### src/common/g729_pkg.sv
`default_nettype none

package g729_pkg;

	////////////////////////////////////////
	// Codec constants
	////////////////////////////////////////

	localparam int L_SUBFR   = 40;
	localparam int L_INTER10 = 10;
	localparam int PIT_MIN   = 20;
	localparam int PIT_MAX   = 143;
	localparam int ZONE_LAST = 3;

	localparam logic signed [31:0] EXC_ERR_INIT = 32'sh0000_4000;
	localparam logic signed [31:0] GAIN_ROUND   = 32'sh0000_4000;
	localparam logic signed [31:0] L_THRESH_ERR = 32'sd983040000;

	typedef enum logic [3:0] {
		UPD_IDLE,
		UPD_SHORT_RD,
		UPD_SHORT_E1,
		UPD_SHORT_E2,
		UPD_ZONE_RD,
		UPD_ZONE_EVAL,
		UPD_SHIFT_RD,
		UPD_SHIFT_WR,
		UPD_FINISH
	} upd_state_t;

	typedef enum logic [1:0] {
		TST_IDLE,
		TST_SCAN_RD,
		TST_SCAN_EVAL,
		TST_REPORT
	} tst_state_t;

	// Zone of a lag, one zone per subframe
	function automatic logic [1:0] zone_of(input logic signed [15:0] t);
		logic [1:0] zone;
		if (t < 0) begin
			zone = 2'd0;
		end else if (t >= L_SUBFR * ZONE_LAST) begin
			zone = 2'(ZONE_LAST);
		end else begin
			zone = 2'(t / L_SUBFR);
		end
		return zone;
	endfunction

endpackage

`default_nettype wire

### src/exc_err/exc_err_mem.sv
`timescale 1ns/1ps
`default_nettype none

module exc_err_mem (
	input  logic        clock,
	input  logic        reset,
	input  logic        wr_en_i,
	input  logic [1:0]  wr_addr_i,
	input  logic [31:0] wr_data_i,
	input  logic [1:0]  rd_addr_a_i,
	output logic [31:0] rd_data_a_o,
	input  logic [1:0]  rd_addr_b_i,
	output logic [31:0] rd_data_b_o
);

	logic [31:0] mem [4];

	// History entries start from the init error
	always_ff @(posedge clock) begin
		if (reset) begin
			for (int k = 0; k < 4; k++) begin
				mem[k] <= g729_pkg::EXC_ERR_INIT;
			end
		end else if (wr_en_i) begin
			mem[wr_addr_i] <= wr_data_i;
		end
	end

	// Registered reads, old data on a same-cycle write
	always_ff @(posedge clock) begin
		rd_data_a_o <= mem[rd_addr_a_i];
		rd_data_b_o <= mem[rd_addr_b_i];
	end

endmodule

`default_nettype wire

### src/exc_err/exc_err_test.sv
`timescale 1ns/1ps
`default_nettype none

module exc_err_test (
	input  logic        clock,
	input  logic        reset,
	input  logic        check_i,
	input  logic [15:0] check_t0_i,
	output logic [1:0]  mem_rd_addr_o,
	input  logic [31:0] mem_rd_data_i,
	output logic        taming_o,
	output logic        taming_valid_o
);

	g729_pkg::tst_state_t state;

	logic [1:0]         zone1_q;
	logic [1:0]         rd_idx;
	logic signed [31:0] max_q;
	logic               taming_q;
	logic               over_thresh;
	logic signed [15:0] t0_s;
	logic [1:0]         zone1;
	logic [1:0]         zone2;

	assign t0_s = $signed(check_t0_i);
	assign zone1 = g729_pkg::zone_of(16'(t0_s - g729_pkg::L_INTER10 - g729_pkg::L_SUBFR));
	assign zone2 = g729_pkg::zone_of(16'(t0_s + g729_pkg::L_INTER10 - 1));

	assign mem_rd_addr_o = rd_idx;
	assign over_thresh = max_q > g729_pkg::L_THRESH_ERR;
	assign taming_valid_o = state == g729_pkg::TST_REPORT;
	assign taming_o = (state == g729_pkg::TST_REPORT) ? over_thresh : taming_q;

	always_ff @(posedge clock) begin
		if (reset) begin
			state <= g729_pkg::TST_IDLE;
			taming_q <= 1'b0;
		end else begin
			case (state)
				g729_pkg::TST_IDLE: begin
					if (check_i) begin
						state <= g729_pkg::TST_SCAN_RD;
					end
				end
				g729_pkg::TST_SCAN_RD: state <= g729_pkg::TST_SCAN_EVAL;
				g729_pkg::TST_SCAN_EVAL: begin
					// Data in hand belongs to the zone above rd_idx
					if (rd_idx + 2'd1 == zone1_q) begin
						state <= g729_pkg::TST_REPORT;
					end
				end
				g729_pkg::TST_REPORT: begin
					taming_q <= over_thresh;
					state <= g729_pkg::TST_IDLE;
				end
				default: state <= g729_pkg::TST_IDLE;
			endcase
		end
	end

	// One read per cycle, zone2 down to zone1
	always_ff @(posedge clock) begin
		case (state)
			g729_pkg::TST_IDLE: begin
				if (check_i) begin
					zone1_q <= zone1;
					rd_idx <= zone2;
					max_q <= -32'sd1;
				end
			end
			g729_pkg::TST_SCAN_RD: rd_idx <= rd_idx - 2'd1;
			g729_pkg::TST_SCAN_EVAL: begin
				rd_idx <= rd_idx - 2'd1;
				if ($signed(mem_rd_data_i) > max_q) begin
					max_q <= mem_rd_data_i;
				end
			end
			default: begin
			end
		endcase
	end

endmodule

`default_nettype wire

### src/exc_err/exc_err_update.sv
`timescale 1ns/1ps
`default_nettype none

module exc_err_update (
	input  logic        clock,
	input  logic        reset,
	input  logic        start_i,
	input  logic [15:0] t0_i,
	input  logic [15:0] gain_pit_i,
	output logic        done_o,
	output logic        mem_wr_en_o,
	output logic [1:0]  mem_wr_addr_o,
	output logic [31:0] mem_wr_data_o,
	output logic [1:0]  mem_rd_addr_o,
	input  logic [31:0] mem_rd_data_i
);

	g729_pkg::upd_state_t state;

	logic [15:0]        gain_q;
	logic signed [31:0] worst_q;
	logic [31:0]        chain_q;
	logic [1:0]         zone_idx;
	logic [1:0]         zone_end;
	logic [1:0]         shift_idx;
	logic signed [15:0] t0_s;
	logic [31:0]        step_in;
	logic [31:0]        step_out;
	logic               step_wins;

	assign t0_s = $signed(t0_i);

	// Second short-lag step chains on the first result
	assign step_in = (state == g729_pkg::UPD_SHORT_E2) ? chain_q : mem_rd_data_i;
	assign step_wins = $signed(step_out) > worst_q;

	fix_gain_step u_fix_gain_step (
		.err_i  (step_in),
		.gain_i (gain_q),
		.err_o  (step_out)
	);

	////////////////////////////////////////
	// FSM
	////////////////////////////////////////

	always_ff @(posedge clock) begin
		if (reset) begin
			state <= g729_pkg::UPD_IDLE;
			done_o <= 1'b0;
		end else begin
			done_o <= 1'b0;
			case (state)
				g729_pkg::UPD_IDLE: begin
					if (start_i) begin
						if (t0_s < g729_pkg::L_SUBFR) begin
							state <= g729_pkg::UPD_SHORT_RD;
						end else begin
							state <= g729_pkg::UPD_ZONE_RD;
						end
					end
				end
				g729_pkg::UPD_SHORT_RD: state <= g729_pkg::UPD_SHORT_E1;
				g729_pkg::UPD_SHORT_E1: state <= g729_pkg::UPD_SHORT_E2;
				g729_pkg::UPD_SHORT_E2: state <= g729_pkg::UPD_SHIFT_RD;
				g729_pkg::UPD_ZONE_RD:  state <= g729_pkg::UPD_ZONE_EVAL;
				g729_pkg::UPD_ZONE_EVAL: begin
					if (zone_idx == zone_end) begin
						state <= g729_pkg::UPD_SHIFT_RD;
					end else begin
						state <= g729_pkg::UPD_ZONE_RD;
					end
				end
				g729_pkg::UPD_SHIFT_RD: state <= g729_pkg::UPD_SHIFT_WR;
				g729_pkg::UPD_SHIFT_WR: begin
					if (shift_idx == 2'd1) begin
						state <= g729_pkg::UPD_FINISH;
					end else begin
						state <= g729_pkg::UPD_SHIFT_RD;
					end
				end
				g729_pkg::UPD_FINISH: begin
					state <= g729_pkg::UPD_IDLE;
					done_o <= 1'b1;
				end
				default: state <= g729_pkg::UPD_IDLE;
			endcase
		end
	end

	////////////////////////////////////////
	// Worst error and loop indices
	////////////////////////////////////////

	always_ff @(posedge clock) begin
		case (state)
			g729_pkg::UPD_IDLE: begin
				if (start_i) begin
					gain_q <= gain_pit_i;
					worst_q <= 32'sd1;
					zone_idx <= g729_pkg::zone_of(16'(t0_s - g729_pkg::L_SUBFR));
					zone_end <= g729_pkg::zone_of(t0_s - 16'sd1);
				end
			end
			g729_pkg::UPD_SHORT_E1: begin
				chain_q <= step_out;
				if (step_wins) begin
					worst_q <= step_out;
				end
			end
			g729_pkg::UPD_SHORT_E2: begin
				if (step_wins) begin
					worst_q <= step_out;
				end
				shift_idx <= 2'd3;
			end
			g729_pkg::UPD_ZONE_EVAL: begin
				if (step_wins) begin
					worst_q <= step_out;
				end
				zone_idx <= zone_idx + 2'd1;
				shift_idx <= 2'd3;
			end
			g729_pkg::UPD_SHIFT_WR: shift_idx <= shift_idx - 2'd1;
			default: begin
			end
		endcase
	end

	// Memory port A and write port
	always_comb begin
		mem_rd_addr_o = 2'd0;
		mem_wr_en_o = 1'b0;
		mem_wr_addr_o = 2'd0;
		mem_wr_data_o = worst_q;
		case (state)
			g729_pkg::UPD_ZONE_RD:  mem_rd_addr_o = zone_idx;
			g729_pkg::UPD_SHIFT_RD: mem_rd_addr_o = shift_idx - 2'd1;
			g729_pkg::UPD_SHIFT_WR: begin
				mem_wr_en_o = 1'b1;
				mem_wr_addr_o = shift_idx;
				mem_wr_data_o = mem_rd_data_i;
			end
			g729_pkg::UPD_FINISH: begin
				// Newest worst error lands in entry 0
				mem_wr_en_o = 1'b1;
				mem_wr_addr_o = 2'd0;
			end
			default: begin
			end
		endcase
	end

endmodule

`default_nettype wire

### src/rtl/fix_gain_step.sv
`timescale 1ns/1ps
`default_nettype none

module fix_gain_step (
	input  logic [31:0] err_i,
	input  logic [15:0] gain_i,
	output logic [31:0] err_o
);

	logic signed [15:0] hi;
	logic signed [15:0] lo;
	logic signed [15:0] gain;
	logic signed [31:0] err_half;
	logic signed [31:0] lo_full;
	logic signed [31:0] prod_hi;
	logic signed [31:0] prod_lo;
	logic signed [33:0] mult_sum;
	logic signed [31:0] mult_sat;
	logic signed [33:0] shift_val;
	logic signed [31:0] shift_sat;
	logic signed [33:0] round_sum;

	function automatic logic [31:0] sat32(input logic signed [33:0] v);
		logic [31:0] r;
		if (v > 34'sd2147483647) begin
			r = 32'h7FFF_FFFF;
		end else if (v < -34'sd2147483648) begin
			r = 32'h8000_0000;
		end else begin
			r = v[31:0];
		end
		return r;
	endfunction

	////////////////////////////////////////
	// Split into hi and lo halves
	////////////////////////////////////////

	assign hi = $signed(err_i[31:16]);
	assign gain = $signed(gain_i);
	assign err_half = $signed(err_i) >>> 1;
	assign lo_full = err_half - (32'(hi) <<< 15);
	// Always within 0..32767
	assign lo = lo_full[15:0];

	////////////////////////////////////////
	// 32x16 multiply, shift, round
	////////////////////////////////////////

	assign prod_hi = hi * gain;
	assign prod_lo = lo * gain;
	assign mult_sum = (34'(prod_hi) <<< 1) + (34'(prod_lo >>> 15) <<< 1);
	assign mult_sat = sat32(mult_sum);

	assign shift_val = 34'(mult_sat) <<< 1;
	assign shift_sat = sat32(shift_val);

	assign round_sum = 34'(shift_sat) + 34'(g729_pkg::GAIN_ROUND);
	assign err_o = sat32(round_sum);

endmodule

`default_nettype wire

### src/rtl/pitch_taming.sv
`timescale 1ns/1ps
`default_nettype none

module pitch_taming (
	input  logic        clock,
	input  logic        reset,
	input  logic        start_i,
	input  logic [15:0] t0_i,
	input  logic [15:0] gain_pit_i,
	input  logic        check_i,
	input  logic [15:0] check_t0_i,
	output logic        done_o,
	output logic        taming_o,
	output logic        taming_valid_o
);

	logic        wr_en;
	logic [1:0]  wr_addr;
	logic [31:0] wr_data;
	logic [1:0]  rd_addr_a;
	logic [31:0] rd_data_a;
	logic [1:0]  rd_addr_b;
	logic [31:0] rd_data_b;

	// Producer owns the write port and port A
	exc_err_update u_exc_err_update (
		.clock         (clock),
		.reset         (reset),
		.start_i       (start_i),
		.t0_i          (t0_i),
		.gain_pit_i    (gain_pit_i),
		.done_o        (done_o),
		.mem_wr_en_o   (wr_en),
		.mem_wr_addr_o (wr_addr),
		.mem_wr_data_o (wr_data),
		.mem_rd_addr_o (rd_addr_a),
		.mem_rd_data_i (rd_data_a)
	);

	exc_err_mem u_exc_err_mem (
		.clock       (clock),
		.reset       (reset),
		.wr_en_i     (wr_en),
		.wr_addr_i   (wr_addr),
		.wr_data_i   (wr_data),
		.rd_addr_a_i (rd_addr_a),
		.rd_data_a_o (rd_data_a),
		.rd_addr_b_i (rd_addr_b),
		.rd_data_b_o (rd_data_b)
	);

	exc_err_test u_exc_err_test (
		.clock          (clock),
		.reset          (reset),
		.check_i        (check_i),
		.check_t0_i     (check_t0_i),
		.mem_rd_addr_o  (rd_addr_b),
		.mem_rd_data_i  (rd_data_b),
		.taming_o       (taming_o),
		.taming_valid_o (taming_valid_o)
	);

endmodule

`default_nettype wire

### config.mk
export PLATFORM = sky130hd
export DESIGN_NAME = pitch_taming
export DESIGN_NICKNAME = d
export VERILOG_FILES = /design/src/common/g729_pkg.sv /design/src/exc_err/exc_err_mem.sv /design/src/exc_err/exc_err_test.sv /design/src/exc_err/exc_err_update.sv /design/src/rtl/fix_gain_step.sv /design/src/rtl/pitch_taming.sv
export SDC_FILE = /design/constraint.sdc
export NUM_CORES = 2
export LEC_CHECK = 0
export BUFFER_PORTS_ARGS = -buffer_cell sky130_fd_sc_hd__buf_4
export CAP_MARGIN = 40
export CORE_ASPECT_RATIO = 1.2
export CORE_UTILIZATION = 35
export CTS_CLUSTER_DIAMETER = 40
export DETAILED_ROUTE_END_ITERATION = 8
export HOLD_SLACK_MARGIN = 0.03
export PLACE_DENSITY = 0.46
export SLEW_MARGIN = 0
export SYNTH_ARGS = -nofsm -noshare
export SYNTH_HDL_FRONTEND = slang
export SYNTH_SLANG_ARGS = --single-unit
export TNS_END_PERCENT = 100
### constraint.sdc
create_clock -name clock -period 23.3 [get_ports clock]
set_input_delay 1.165 -clock clock [delete_from_list [all_inputs] [get_ports clock]]
set_output_delay 1.165 -clock clock [all_outputs]
set_load 0.1 [all_outputs]
==> reports/qor.yml <==
routing:
  final_antenna_net_count: 0
  drt_first_pass_iters: 5
  drt-wirelength-per-cell_um: 19.7
  drtIter0Drc: 1584
  routed_wirelength_um: 122000
  drc_errors: 0
  vias: 33100
  via_per_inst: 5.31
hold_path:
  holdPathStages: 2
  hp-class: "register to register"
  min-delay-start: "u_exc_err_test.state[0]"
  holdPathEnd: "u_exc_err_test.state[0]"
timing:
  rsz0062_at_grt: "no"
  worst_pin_slew_ns: 1.20
  hold_violations: 0
  fmax_mhz: 59.0
  finalSetupViolations: 0
  finalCriticalPeriod_ns: 16.95
  slew_violations: 0
  period_share_pct: 72.7
  tns_ns: 0
  slew_headroom_pct: 19.8
  timing.hold.ws_ns: 0.518
  fin_worst_skew_ns: 0.0217
worst_setup_path:
  path_class: "register to register"
  worstPathArrival_ns: 17.22
  cp_slowest_cell: "and3_1"
  critPathCaptureType: "register"
  startpoint_type: "register"
  rrSetupSlack_ns: 6.35
  reg2reg_depth: 67
  r2r-end: "u_exc_err_update.worst_q[3]"
  r2r-start: "u_exc_err_update.state[1]"
  path_max_fanout: 31
  crit_required_ns: 23.57
  max_stage_delay_ns: 0.63
  path_common_cell: "a21o_1"
clocking:
  clk_pin_slew_ns: 0.06
  postCtsResizedCells: 0
  cts_sinks: 321
  cts-root-buf: "clkbuf_16"
  htree_num_levels: 2
  clock_path_buffers: 3
  post_cts_buffers: 0
  ctsHoldBuffers: 0
  insertion_delay_ns: 0.57
  cts_tree: "built"
  cts_buffers: 39
global_route:
  grt_usage_pct: 19.9
  grt_pass1_wl_um: 194000
  grt_max_degree: 65
  grt-busiest-layer: "met2"
  grt_overflow: 0
  gr-usage-met2_pct: 38.4
  grtUsageMet1_pct: 24.0
  grt_pass1_vias: 33800
  grt_antenna_before_repair: 1
  grtUsageMet3_pct: 0.860
layout:
  area_growth_pct: 8.22
  final_common_cell: "inv_1"
  fillCellCount: 12100
  drive_gt1_share_pct: 8.37
  layout_common_cells: "inv_1 (609), nand2_1 (528), fa_1 (442), nor2_1 (328), ha_1 (312)"
  fin_nets: 5445
  diodes: 0
  finalNonFillerCells: 6220
  utilization_pct: 38.2
floorplan:
  die-area_mm2: 0.122
  io_pins: 55
  num_rows: 139
  die_h_um: 383
  die_width_um: 319
  core_mm2: 0.120
  initial_core_util_pct: 35.3
synthesis:
  yosysWarningCount: 0
  synthFlopType: "edfxtp_1"
  synth.avg_cell_area_um2: 9.01
  syn_inst: 4697
  syn_nets: 5503
  syn-cell-area_mm2: 0.0423
  synth_edf_count: 249
  ys_ff_latch: 321
  ys_types: 116
  async_flop_share_pct: 0
  ys_seq_area_share_pct: 21.1
place:
  placed_cells: 6149
  place.gp.congestion: 0.839
  hpwl_um: 93300
  port_buffers: 54
status:
  outcome: "finished clean"
run:
  maxCapViolations: 0
[cells in the mapped netlist, drive strengths merged, types with 10 or more instances]
cell       n  area [um2]
a2111oi   11         110
a211o     10        87.6
a211oi    59         448
a21boi    17         128
a21o      41         309
a21oi    190         955
a22oi     14         119
a311oi    10        87.6
a31o      13         114
a31oi     73         469
and2     234        1460
and3      25         156
buf       21         105
clkbuf   203         762
dfxtp     72        1440
edfxtp   249        7480
fa       442        8850
ha       312        3900
inv      609        2290
mux2      48         544
mux2i     54         541
mux4      32         721
nand2    529        1990
nand2b    61         382
nand3     71         355
nand4     50         313
nor2     331        1250
nor2b     43         269
nor3      83         440
nor4      49         373
o211ai    31         233
o21a      22         165
o21ai    131         656
o21bai    17         128
o22ai     23         144
o31ai     25         206
or2       48         303
or3       23         149
or4       12        97.6
xnor2    169        1500
xor2      63         559
[worst max-delay path, delay by kind of cell, from the launching register on]
family	cells	cell delay (ns)
xor+xnor	1	0.08
mux	2	0.79
simple gates	18	3.17
flops	1	0.51
buf+inv	9	1.73
compound gates	27	6.39
fa+ha+maj	10	3.94
[flip-flops by register name, indices dropped and copies added, names as in the netlist]
name / flops
u_exc_err_test.max_q: 32
u_exc_err_update.chain_q: 31
u_exc_err_update.shift_idx: 2
u_exc_err_update.worst_q: 32
u_exc_err_update.zone_idx: 2
u_exc_err_update.state: 4
u_exc_err_test.taming_q: 1
u_exc_err_mem.rd_data_a_o: 32
u_exc_err_test.state: 2
u_exc_err_test.mem_rd_addr_o: 2
u_exc_err_update.zone_end: 2
u_exc_err_update.done_o: 1
u_exc_err_mem.rd_data_b_o: 32
u_exc_err_mem.mem: 128
u_exc_err_test.zone1_q: 2
u_exc_err_update.gain_q: 16
[layer usage]
metal / part of all wire (%) / vias up
met5: 0 / -
met4: 2.4 / 0
met3: 2.2 / 122
met2: 54 / 519
met1: 42 / 16600
li1: - / 15900
[area by class of cell]
class,instances,area (um2),area share [%]
Inverter,610,2290,5.00
Clock inverter,25,262,0.571
Tap cell,1551,1940,4.24
Multi-Input combinational cell,3542,30300,66.2
Timing Repair Buffer,125,993,2.17
Clock buffer,46,1050,2.30
Sequential cell,321,8920,19.5
[cell families after synthesis]
kind of cell | Yosys count | share of synthesized area (%)
multiplexers | 134 | 4.27
AO/OA/AOI/OAI | 814 | 13.3
adder cells (fa/ha/maj) | 762 | 30.3
XOR/XNOR | 232 | 4.87
buffers and inverters | 834 | 7.46
AND/OR/NAND/NOR | 1600 | 18.7
flip-flops | 321 | 21.1
[worst max-delay path by stage]
| stage | slack, ns | cells past startpoint | start | endpoint |
|---|---|---|---|---|
| floorplan | 5.90 | 67 | u_exc_err_update.state[3] | u_exc_err_update.worst_q[0] |
| global placement | 5.18 | 66 | u_exc_err_update.state[1] | u_exc_err_update.worst_q[9] |
| detailed placement | 6.38 | 67 | u_exc_err_update.state[1] | u_exc_err_update.worst_q[7] |
| CTS | 6.35 | 69 | u_exc_err_update.state[1] | u_exc_err_update.worst_q[31] |
| global route | 5.04 | 69 | u_exc_err_update.state[1] | u_exc_err_update.worst_q[22] |
| finish | 6.35 | 67 | u_exc_err_update.state[1] | u_exc_err_update.worst_q[3] |
[metrics by stage]
stage	setup WS, ns	area (um2)
floorplan	5.90	42300
global placement	5.18	44300
detailed placement	6.38	44500
CTS	6.35	45800
global route	5.04	45800
finish	6.35	45800
Power is not shown: default switching activity piles up to over one toggle a cycle in this logic, so the estimate is an artifact.
